`config.mk`:
```
export PLATFORM = sky130hd
export DESIGN_NAME = eeprom_i2c_ctrl
export DESIGN_NICKNAME = d
export VERILOG_FILES = /design/src/i2c_pkg.sv /design/src/eeprom_i2c_ctrl.sv
export VERILOG_INCLUDE_DIRS = /design/src
export SDC_FILE = /design/constraint.sdc
export NUM_CORES = 1
export LEC_CHECK = 0
export BUFFER_PORTS_ARGS = -buffer_cell sky130_fd_sc_hd__buf_2
export CORE_ASPECT_RATIO = 0.5
export CORE_MARGIN = 3
export CORE_UTILIZATION = 40
export CTS_BUF_LIST = sky130_fd_sc_hd__clkbuf_16
export CTS_CLUSTER_DIAMETER = 150
export DETAILED_ROUTE_END_ITERATION = 8
export PLACE_DENSITY_LB_ADDON = 0.15
export SKIP_LAST_GASP = 1
export SYNTH_ARGS = -nofsm -noshare
export SYNTH_HDL_FRONTEND = slang
export SYNTH_SLANG_ARGS = --single-unit
```
`constraint.sdc`:
```
create_clock -name CLK -period 6.59 [get_ports CLK]
set_input_delay 1.977 -clock CLK [delete_from_list [all_inputs] [get_ports CLK]]
set_output_delay 1.977 -clock CLK [all_outputs]
set_load 0.02 [all_outputs]
```
`src/eeprom_params.svh`:
```
`ifndef EEPROM_PARAMS_SVH
`define EEPROM_PARAMS_SVH

`default_nettype none

// 24C16 geometry, 2 KB behind an 11-bit byte address
`define EEPROM_ADDR_W 11

`define EEPROM_DEV_TYPE 4'b1010  // control byte high nibble

// CLK cycles per SCL quarter, SCL period is 4x this
`define SCL_QUARTER 2

`default_nettype wire

`endif

```
`src/i2c_pkg.sv`:
```
`include "eeprom_params.svh"
`default_nettype none

package i2c_pkg;

    typedef struct packed {
        logic                      valid;  // single clock
        logic                      write;
        logic [`EEPROM_ADDR_W-1:0] addr;
        logic [7:0]                wdata;
    } eep_req_t;

    typedef struct packed {
        logic       done;   // single clock
        logic       nack;   // some byte went unacknowledged
        logic [7:0] rdata;
    } eep_rsp_t;

    typedef enum logic [2:0] {
        BIT_NONE,
        BIT_START,
        BIT_STOP,
        BIT_WRITE,
        BIT_READ_ACK,
        BIT_READ_NACK
    } bit_cmd_e;

    typedef enum logic [3:0] {
        ST_IDLE,
        ST_WR_START,
        ST_CTRL_WR,
        ST_ADDR_WR,
        ST_DATA_WR,
        ST_RD_START,   // repeated start of a random read
        ST_CTRL_RD,
        ST_DATA_RD,
        ST_STOP,
        ST_FINISH
    } ctrl_state_e;

endpackage

`default_nettype wire

```
`src/eeprom_i2c_ctrl.sv`:
```
`timescale 1ns/1ps
`include "eeprom_params.svh"
`default_nettype none

module eeprom_i2c_ctrl
    import i2c_pkg::*;
(
    input  wire        CLK,
    input  wire        RESET,
    input  eep_req_t   req,
    output eep_rsp_t   rsp,
    output bit_cmd_e   bit_cmd,
    output logic [7:0] tx_byte,
    input  wire        bit_busy,
    input  wire        bit_done,
    input  wire  [7:0] rx_byte,
    input  wire        rx_ack
);

    ctrl_state_e               state;
    ctrl_state_e               next_state;
    logic                      issued;    // command out, waiting for done
    logic                      wr_op;
    logic [`EEPROM_ADDR_W-1:0] addr;
    logic [7:0]                wdata;
    logic [6:0]                dev_sel;   // control byte without r/w bit
    bit_cmd_e                  cmd_sel;
    logic [7:0]                tx_sel;
    logic                      sent_byte;

    // upper address bits pick the 256-byte block
    assign dev_sel = {`EEPROM_DEV_TYPE, addr[`EEPROM_ADDR_W-1:8]};

    always_comb begin
        cmd_sel    = BIT_NONE;
        tx_sel     = 8'h00;
        next_state = ST_IDLE;
        sent_byte  = 1'b0;
        case (state)
            ST_WR_START: begin
                cmd_sel    = BIT_START;
                next_state = ST_CTRL_WR;
            end
            ST_CTRL_WR: begin
                cmd_sel    = BIT_WRITE;
                tx_sel     = {dev_sel, 1'b0};
                next_state = ST_ADDR_WR;
                sent_byte  = 1'b1;
            end
            ST_ADDR_WR: begin
                cmd_sel    = BIT_WRITE;
                tx_sel     = addr[7:0];
                next_state = wr_op ? ST_DATA_WR : ST_RD_START;
                sent_byte  = 1'b1;
            end
            ST_DATA_WR: begin
                cmd_sel    = BIT_WRITE;
                tx_sel     = wdata;
                next_state = ST_STOP;
                sent_byte  = 1'b1;
            end
            ST_RD_START: begin
                cmd_sel    = BIT_START;
                next_state = ST_CTRL_RD;
            end
            ST_CTRL_RD: begin
                cmd_sel    = BIT_WRITE;
                tx_sel     = {dev_sel, 1'b1};
                next_state = ST_DATA_RD;
                sent_byte  = 1'b1;
            end
            ST_DATA_RD: begin
                cmd_sel    = BIT_READ_NACK;  // single byte, master ends it
                next_state = ST_STOP;
            end
            ST_STOP: begin
                cmd_sel    = BIT_STOP;
                next_state = ST_FINISH;
            end
            default: ;
        endcase
    end

    always_ff @(posedge CLK) begin
        if (RESET) begin
            state    <= ST_IDLE;
            issued   <= 1'b0;
            bit_cmd  <= BIT_NONE;
            rsp.done <= 1'b0;
            rsp.nack <= 1'b0;
        end else begin
            bit_cmd  <= BIT_NONE;
            rsp.done <= 1'b0;
            case (state)
                ST_IDLE: begin
                    if (req.valid) begin
                        wr_op    <= req.write;
                        addr     <= req.addr;
                        wdata    <= req.wdata;
                        rsp.nack <= 1'b0;
                        state    <= ST_WR_START;
                    end
                end
                ST_FINISH: begin
                    rsp.done <= 1'b1;
                    state    <= ST_IDLE;
                end
                default: begin
                    if (!issued && !bit_busy) begin
                        bit_cmd <= cmd_sel;
                        tx_byte <= tx_sel;
                        issued  <= 1'b1;
                    end else if (bit_done) begin
                        issued <= 1'b0;
                        if (sent_byte && !rx_ack) begin
                            rsp.nack <= 1'b1;  // abandon, straight to stop
                            state    <= ST_STOP;
                        end else begin
                            state <= next_state;
                        end
                        if (state == ST_DATA_RD)
                            rsp.rdata <= rx_byte;
                    end
                end
            endcase
        end
    end

    a_cmd_not_busy: assert property (@(posedge CLK) disable iff (RESET)
        (bit_cmd != BIT_NONE) |-> !bit_busy);

    a_state_legal: assert property (@(posedge CLK) disable iff (RESET)
        !$isunknown(state) && (state <= ST_FINISH));

endmodule

`default_nettype wire

```
# After elaboration in Yosys (flattened, before gate mapping)
# Index checks and enable logic that the tools add are counted.
# totals
ff_bits,46
latch_bits,0
mem_bits_rw,0
rom_bits,0
in_bits,34
output_inout_bits,21
elab_cells,66
mem_count,0
# op_classes
n_addsub,0
multipliers,0
div_mod_pow,0
magnitude_cmp,0
eq_ne,12
shift,0
n_mux,19
bitwise_logic,4
n_reduce_logical,21
# ops
cell,count
one-hot mux 8 bit (4 select lines),1
one-hot mux 4 bit (7 select lines),1
2-to-1 mux 9 bit,2
"== test 4 x 3 -> 1 bit, second input constant",4
2-to-1 mux 4 bit,4
one-hot mux 3 bit (4 select lines),1
AND reduction 5 bit,2
AND reduction 3 bit,3
"== test 4 x 2 -> 1 bit, second input constant",2
"== test 4 bit, second input constant",2
2-to-1 mux 8 bit,1
one-hot mux 4 bit (2 select lines),1
OR reduction 4 bit,2
2-to-1 mux 1 bit,7
nonzero test 2 bit,3
OR reduction 2 bit,3
"== test 4 x 1 -> 1 bit, second input constant",1
logical NOT 4 bit,1
NOT 1 bit,4
logical NOT 1 bit,3
"inequality test 3 x 1 -> 1 bit, second input constant",1
nonzero test 3 bit,1
logical AND 1 bit,2
"inequality test 2 x 1 -> 1 bit, second input constant",1
other kinds (3),3

# Logic depth before layout (Yosys ltp)
# Gate-level depths: netlist of run 1.
# logic_depth
ltp_word,8
depth_mapped,5
ltp_nobuf,4

# Worst setup path after synthesis of run 1
# OpenSTA, ideal clock, no wires.
# synth_path
path_kind,input-to-reg
from,in RESET
to,reg addr[0] (enable)
setup_ps,427
t_arrival_ps,3738
t_required_ps,6163
path_slack_ps,2425
cell_stages,2
path_buffers,1
cell_sequence,clkbuf_1 nor3b_1
# synth_between
elab_chain_cells,2
# synth_lines
element,line_no,text
start: declaration,eeprom_i2c_ctrl.sv:9,"input wire RESET,"
NOT 1 bit (no line),n/a,
AND reduction 3 bit (no line),n/a,
end signal: assignment,eeprom_i2c_ctrl.sv:98,addr <= req.addr;
end: declaration,eeprom_i2c_ctrl.sv:24,logic [`EEPROM_ADDR_W-1:0] addr;
# No other way between the ends.
# A chain may end at the register's enable or synchronous reset.

# Worst setup path after layout of run 1
# layout_path
from,in RESET
to,reg tx_byte[2] (enable)
# layout_between
elab_chain_cells,2
# layout_lines
element,line_no,text
NOT 1 bit (no line),n/a,
AND reduction 3 bit (no line),n/a,
end signal: assignment,eeprom_i2c_ctrl.sv:111,tx_byte <= tx_sel;
end: declaration,eeprom_i2c_ctrl.sv:13,"output logic [7:0] tx_byte,"
# No other way between the ends.

==> implementation parameters, run 1 <==
Parameter                              Value

Final layout
  Area occupied by multi-input gates    478.0 um2
  Antenna diode count    0
  Number of standard cells in the layout, taps in and fillers out    233
  Total of fill cells in the finished design    358
  Area added between synthesis and finish    24.48%
  Sequential cell area    0.001281 mm2
  Share of cells above drive strength 1    0.4190
  Final Net Count    212

Clock tree
  Number of buffers added by the clock tree synthesis step    5
  Sinks on Clock Net    46
  Resized Gates After CTS    0
  Number of buffers inserted by hold repair at cts    0
  Clock transition at path regs    0.06 ns
  Clock Path Buffers    2
  CTS tree    built
  CTS H-tree depth    2
  Post-CTS setup buffer count    0
  Clock insertion delay at the later pin of the skew report    0.28 ns
  Clock root buffer master    sky130_fd_sc_hd__clkbuf_16

Synth
  Count of state elements after synthesis    46
  Post-synthesis area per instance    14.91 um2
  Ys Warns    0
  Unique cell type count in the Yosys netlist    39
  Sequential share of the synthesized area    0.7043
  Synth Instances    122
  Synth Net Count    156
  Mapped Area    0.001819 mm2

Worst hold path
  Worst Hold Path Cells    2
  Worst Hold End    tx_byte[3]$_DFFE_PP_
  Startpoint of the lowest-slack hold path    addr[10]$_DFFE_PP_
  Worst min-delay path category    flop to flop

Routing
  Via density per instance    5.103
  Average wire length per cell after detail routing    14.31 um
  Number of nets with antenna violations after detailed routing    0
  Remaining routing DRC violations    0
  Number of DRC markers after the initial detailed-route iteration    48
  1st-pass router iterations    5
  Via count    1,189
  Total detailed-routing wirelength    3335 um

Timing
  Number of max-slew violations in the final report    0
  Final clock period utilization by the worst path    0.4874
  Final hold violation count    0
  Slew HR    0.5012
  Final worst hold slack    0.5358 ns
  Final Critical Period    3.212 ns
  Upper clock frequency limit    311.3 MHz
  Setup TNS Final    0 ns
  Setup repair after global routing missed its margin    false
  Worst-margin pin slew    0.7467 ns
  Setup ws final    3.378 ns
  Total setup violations reported at the end of the flow    0
  Worst Skew    0.001658 ns

Critical path
  Crit path arrival time    3.12 ns
  Setup slack of the most critical reg-to-reg path    4.40 ns
  Worst-case reg-to-reg path depth    3
  Nature of the critical path endpoint    flop
  Startpoint type of the worst setup path    input port
  Worst EP required    6.50 ns
  FF-to-FF End    tx_byte[2]$_DFFE_PP_
  Max FO, Critical Path    10
  R2R Path Start    state[3]$_SDFFE_PP0P_
  Category of the critical setup timing path    input port to flop

Job
  Number of maximum-capacitance constraint violations    0

Pwr
  Pwr Density    316.8 mW/mm2
  Worst supply voltage drop on vdd    0.1649 mV
  Post-layout power    0.7174 mW
  Static power due to leakage    0.8953 nW

Global route
  Residual overflow from global routing    0
  Initial antenna violation count    0
  GR Util All Layers    0.1278
  Wire length of the first global-routing pass    5085 um
  Largest net degree at the start of global routing    21
  Number of global-route vias before repair    1,100

Die
  Total I/O pin count    55
  Core box area    0.004124 mm2
  X dimension of the die    101.4 um
  Chip Height    53.69 um
  Die Area    0.005442 mm2
  Starting Density    0.4411
  Row cnt    16

Place
  Final HPWL DP    2367 um
  RePlAce Congestion    0.8427
  Number of placed instances with taps included    225
  Worst setup slack after placement    3.059 ns
  Port Buf Inserts    54

Status
  Outcome    complete, no violations
[through the flow]
stage	utilization	cell area, um2
after detailed placement	0.5149	2123
after global placement	0.5149	2123
after global routing	0.5492	2265
after floorplan	-	1819
final	0.5492	2265
after CTS	0.5492	2265
[metal layers]
metal  part of all wire  vias to the layer above  global-route usage
met3              0.090                        5             0.05433
met1               0.41                      554              0.1459
met4             0.0087                        0             0.04636
met5                  0                        -                   0
met2               0.49                       47              0.2197
li1                   -                      583                   -
[kinds of logic (layout without fill, tap and decap cells)]
family          Yosys count  after routing  synth area share
buf+inv                  11             68           0.03575
compound gates           29             29            0.1334
flops                    46             46            0.7043
simple gates             34             34            0.1128
xor+xnor                  2              2           0.01376
[worst max-delay path, cell delays in order]
cell and delay [ns]:
sky130_fd_sc_hd__buf_2 0.16, sky130_fd_sc_hd__or3_1 0.37, sky130_fd_sc_hd__nor2b_1 0.61
[power breakdown]
| part | internal [mW] | leakage (nW) | switching, mW | total (mW) |
|---|---|---|---|---|
| clock | 0.138 | 0.0689 | 0.0967 | 0.235 |
| sequential | 0.344 | 0.412 | 0.0240 | 0.368 |
| combinational | 0.0476 | 0.414 | 0.0665 | 0.114 |
[sequential cells by signal, indices dropped and copies added (netlist names)]
| signal | count |
|---|---|
| addr | 11 |
| rsp | 10 |
| tx_byte | 8 |
| wdata | 8 |
| state | 4 |
| bit_cmd | 3 |
| issued | 1 |
| wr_op | 1 |
[final cells by class]
class | instances | area share
flip-flops and latches | 46 | 0.5657
multi-input cells | 65 | 0.2110
repair buffers | 55 | 0.1227
clock buffers | 5 | 0.05525
well taps | 54 | 0.02983
inverters | 5 | 0.008287
clock inverters | 3 | 0.007182
[cell usage after synthesis, drive strengths merged]
master,count,area [um2]
edfxtp,36,1081
dfxtp,10,200.2
a21oi,9,52.55
nor2,9,33.78
nor3,7,45.04
buf,5,42.53
inv,5,18.76
nand2b,5,46.30
nand2,4,15.01
o21ai,4,23.77
a222oi,3,30.03
o21bai,3,22.52
a221o,2,20.02
a22o,2,17.52
a311oi,2,23.77
nand4b,2,17.52
a221oi,1,8.760
a31oi,1,6.260
and2,1,8.760
and3,1,6.260
clkbuf,1,3.750
nand3,1,5.000
nand3b,1,7.510
nor2b,1,6.260
nor3b,1,7.510
o31ai,1,21.27
o41ai,1,16.27
or3,1,6.260
xnor2,1,8.760
xor2,1,16.27
[layout by cell type (no fill, tap or decap), types with 2 or more instances in the layout]
master	instances
sky130_fd_sc_hd__nor2_1	9
sky130_fd_sc_hd__nand2_1	4
sky130_fd_sc_hd__o21bai_1	3
sky130_fd_sc_hd__buf_2	54
sky130_fd_sc_hd__nand4b_1	2
sky130_fd_sc_hd__a21oi_2	2
sky130_fd_sc_hd__a222oi_1	3
sky130_fd_sc_hd__nand2b_4	2
sky130_fd_sc_hd__a22o_1	2
sky130_fd_sc_hd__edfxtp_1	36
sky130_fd_sc_hd__clkbuf_16	5
sky130_fd_sc_hd__inv_1	4
sky130_fd_sc_hd__a221o_1	2
sky130_fd_sc_hd__nand2b_1	3
sky130_fd_sc_hd__clkinv_1	2
sky130_fd_sc_hd__nor3_2	2
sky130_fd_sc_hd__a21oi_1	7
sky130_fd_sc_hd__dfxtp_1	10
sky130_fd_sc_hd__o21ai_1	2
sky130_fd_sc_hd__nor3_1	5
[how the worst max path moves through the flow]
stage | start | end | cells past startpoint
final | RESET | tx_byte[2]$_DFFE_PP_ | 3
after CTS | RESET | tx_byte[0]$_DFFE_PP_ | 3
after floorplan | RESET | addr[0]$_DFFE_PP_ | 2
after detailed placement | RESET | tx_byte[2]$_DFFE_PP_ | 3
after global placement | RESET | tx_byte[1]$_DFFE_PP_ | 3
after global routing | RESET | tx_byte[0]$_DFFE_PP_ | 3
(Power assumes the default switching activity.)
==> inputs of run 2 (changes only) <==
--- a/config.mk
+++ b/config.mk
@@ -6,6 +6,7 @@
 export SDC_FILE = /design/constraint.sdc
 export NUM_CORES = 1
 export LEC_CHECK = 0
+export ABC_AREA = 1
 export BUFFER_PORTS_ARGS = -buffer_cell sky130_fd_sc_hd__buf_2
 export CORE_ASPECT_RATIO = 0.5
 export CORE_MARGIN = 3
==> constraint.sdc (replaced) <==
create_clock -name CLK -period 2.7 [get_ports CLK]
set_input_delay 0.81 -clock CLK [delete_from_list [all_inputs] [get_ports CLK]]
set_output_delay 0.81 -clock CLK [all_outputs]
set_load 0.02 [all_outputs]
==> run 2 against run 1 <==
Net effect: final area grew 1.8%; first-iteration DRC count grew 42%; die area shrank 2.7%; global-route usage grew 0.52 points; sequential power grew to 2.5 times the previous value; synthesized area shrank 3.0%; non-clock buffer count is the same; flip-flop and latch count is the same; worst hold slack lost 0.070 ns; clock power grew to 3.3 times the previous value; cell count grew 15%; critical path type is now flop to flop; critical endpoint is now tx_byte[3]$_DFFE_PP_.
==> implementation parameters, run 2 <==
Parameter                              Value

Place
  Final HPWL DP    2498 um
  Port Buf Inserts    54
  RePlAce Congestion    0.9176

Synth
  Top cells by count, synth    39 x sky130_fd_sc_hd__nand2_1, 36 x sky130_fd_sc_hd__edfxtp_1, 14 x sky130_fd_sc_hd__inv_1
  Sequential share of the synthesized area    0.7257
  Unique cell type count in the Yosys netlist    20
  Synth Instances    153
  Most used standard cell by instance count after synthesis    sky130_fd_sc_hd__nand2_1
  Synth Net Count    187
  Count of state elements after synthesis    46
  Post-synthesis area per instance    11.54 um2
  Cell types occupying the most area after synthesis    sky130_fd_sc_hd__edfxtp_1 61%, sky130_fd_sc_hd__dfxtp_1 11%, sky130_fd_sc_hd__nand2_1 8.3%, sky130_fd_sc_hd__nand3_1 3.7%, sky130_fd_sc_hd__inv_1 3.0%
  Async SR Flop Fraction    0
  Primary FF master, synth    sky130_fd_sc_hd__edfxtp_1
  Ys Warns    0
  Largest area contributor in the netlist    sky130_fd_sc_hd__edfxtp_1
  Mapped Area    0.001765 mm2
  Number of enable flip-flop cells after synthesis    36
  Portion of synthesized cell area occupied by the leading cell type    0.6123

Clock tree
  CTS H-tree depth    2
  Clock Path Buffers    2
  Clock insertion delay at the later pin of the skew report    0.28 ns
  Number of buffers inserted by hold repair at cts    0
  CTS tree    built
  Number of buffers added by the clock tree synthesis step    5
  Clock transition at path regs    0.06 ns
  Resized Gates After CTS    0
  Clock root buffer master    sky130_fd_sc_hd__clkbuf_16
  Post-CTS setup buffer count    0
  Sinks on Clock Net    46

Global route
  Number of global-route vias before repair    1,163
  Largest net degree at the start of global routing    21
  Initial antenna violation count    0
  GR Util All Layers    0.1331
  Wire length of the first global-routing pass    5271 um
  Residual overflow from global routing    0

Die
  X dimension of the die    99.96 um
  Starting Density    0.4344
  Row cnt    16
  Chip Height    52.98 um
  Core box area    0.004064 mm2
  Die Area    0.005295 mm2
  Total I/O pin count    55

Job
  Number of maximum-capacitance constraint violations    0

Timing
  Worst-margin pin slew    0.6310 ns
  Worst Skew    0.004099 ns
  Final Critical Period    1.944 ns
  Number of max-slew violations in the final report    0
  Setup repair after global routing missed its margin    false
  Final hold violation count    0
  Setup TNS Final    0 ns
  Slew HR    0.5778
  Upper clock frequency limit    514.3 MHz
  Total setup violations reported at the end of the flow    0
  Final clock period utilization by the worst path    0.7202

Critical path
  Nature of the critical path endpoint    flop
  Crit path arrival time    1.90 ns
  Worst EP required    2.65 ns
  FF-to-FF End    tx_byte[3]$_DFFE_PP_
  Worst-case reg-to-reg path depth    8
  Startpoint type of the worst setup path    flop
  Max FO, Critical Path    11
  R2R Path Start    state[1]$_SDFFE_PP0P_
  Source of the critical timing path    state[1]$_SDFFE_PP0P_
  Setup slack of the most critical reg-to-reg path    0.76 ns
  Category of the critical setup timing path    flop to flop

Pwr
  Share of total power in the clock network    0.365
  Switching share of total power    0.2750
  Sequential share of power    0.433
  Switching power summed over all nets    0.5844 mW
  Static power due to leakage    1.007 nW
  Worst supply voltage drop on vdd    0.4082 mV
  Internal    1.541 mW
  Share of total power in combinational logic    0.202
  Pwr Density    922.2 mW/mm2

Final layout
  Most frequent standard cell in the layout excluding fill and tap cells    sky130_fd_sc_hd__buf_2
  Post-route core utilization    0.5671
  Leading cell types in the layout, fill and taps excluded    54 x sky130_fd_sc_hd__buf_2, 39 x sky130_fd_sc_hd__nand2_1, 36 x sky130_fd_sc_hd__edfxtp_1
  Number of flip-flops in the largest register    11
  Area added between synthesis and finish    30.55%
  Antenna diode count    0
  Final Net Count    248
  Largest registers    addr (11), rsp (10)
  Largest reg by FF count    addr
  Share of cells above drive strength 1    0.3488

Routing
  Remaining routing DRC violations    0
  Total detailed-routing wirelength    3335 um
  1st-pass router iterations    4
  Average wire length per cell after detail routing    12.40 um
  Number of DRC markers after the initial detailed-route iteration    68
  Routed met2 length    1576 um
  Via density per instance    4.751
  Number of nets with antenna violations after detailed routing    0
  Top layer reached by signal wires    met4
  Met3 wire length    312 um
  Met1 routed wirelength after detailed routing    1406 um
  Via count    1,278

Worst hold path
  Startpoint of the lowest-slack hold path    issued$_SDFFE_PP0P_
  Worst min-delay path category    flop to flop
  Worst Hold End    issued$_SDFFE_PP0P_
  Worst Hold Path Cells    2

Status
  Outcome    complete, no violations
==> run 2: routing by layer <==
| layer | GRT usage | vias to the layer above |
|---|---|---|
| li1 | - | 644 |
| met5 | 0 | - |
| met2 | 0.2185 | 54 |
| met3 | 0.04474 | 5 |
| met4 | 0.04082 | 0 |
| met1 | 0.1683 | 575 |
==> run 2: layout make-up <==
| class | instances | area, um2 |
|---|---|---|
| Clock inverter | 3 | 68.82 |
| Fill cell | 352 | 1759 |
| Inverter | 18 | 67.56 |
| Sequential cell | 46 | 1281 |
| Clock buffer | 5 | 125.1 |
| Multi-Input combinational cell | 88 | 416.7 |
| Tap cell | 54 | 67.56 |
| Timing Repair Buffer | 55 | 277.8 |
==> run 2: kinds of logic after synthesis <==
| logic type | share of synthesized area |
|---|---|
| compound gates | 0.04394 |
| simple gates | 0.1892 |
| buf+inv | 0.04110 |
| flops | 0.7257 |
==> run 2: worst max-delay path, stage by stage (launching register included) <==
cell	delay, ns
sky130_fd_sc_hd__dfxtp_1	0.55
sky130_fd_sc_hd__inv_1	0.11
sky130_fd_sc_hd__nand2_1	0.14
sky130_fd_sc_hd__inv_1	0.06
sky130_fd_sc_hd__nand2_1	0.15
sky130_fd_sc_hd__nand2_1	0.13
sky130_fd_sc_hd__inv_2	0.07
sky130_fd_sc_hd__nand3_1	0.12
sky130_fd_sc_hd__inv_1	0.28
==> run 2: power by group through the flow <==
stage               clock [mW]  combinational, mW  sequential, mW
global route             0.828              0.486           0.929
finish                   0.777              0.429           0.920
CTS                      0.795              0.429           0.921
global placement             0              0.424           0.935
detailed placement           0              0.424           0.936
floorplan                    0              0.305           0.936
==> run 2: worst max-delay path by stage <==
stage                                       to  slack (ns)  cells past startpoint
after floorplan              addr[0]$_DFFE_PP_        0.58                      2
after detailed placement      rsp[4]$_DFFE_PP_        0.55                      4
final                     tx_byte[3]$_DFFE_PP_        0.76                      8
after global routing      tx_byte[5]$_DFFE_PP_        0.58                      8
after global placement        rsp[1]$_DFFE_PP_        0.66                      4
after CTS                 tx_byte[5]$_DFFE_PP_        0.78                      8
==> run 2: stage by stage <==
step / instance area, um2 / cells / power [mW] / worst slack [ns] / hold slack [ns]
2_1_floorplan: 1770 / 153 / 1.241 / 0.5774 / 0.4294
3_3_place_gp: 2111 / 261 / 1.359 / 0.6554 / 0.4637
5_1_grt: 2305 / 269 / 2.243 / 0.5790 / 0.4907
3_5_place_dp: 2111 / 261 / 1.361 / 0.5460 / 0.4611
4_1_cts: 2305 / 269 / 2.145 / 0.7783 / 0.4669
6_report: 2305 / 269 / 2.125 / 0.7555 / 0.4661
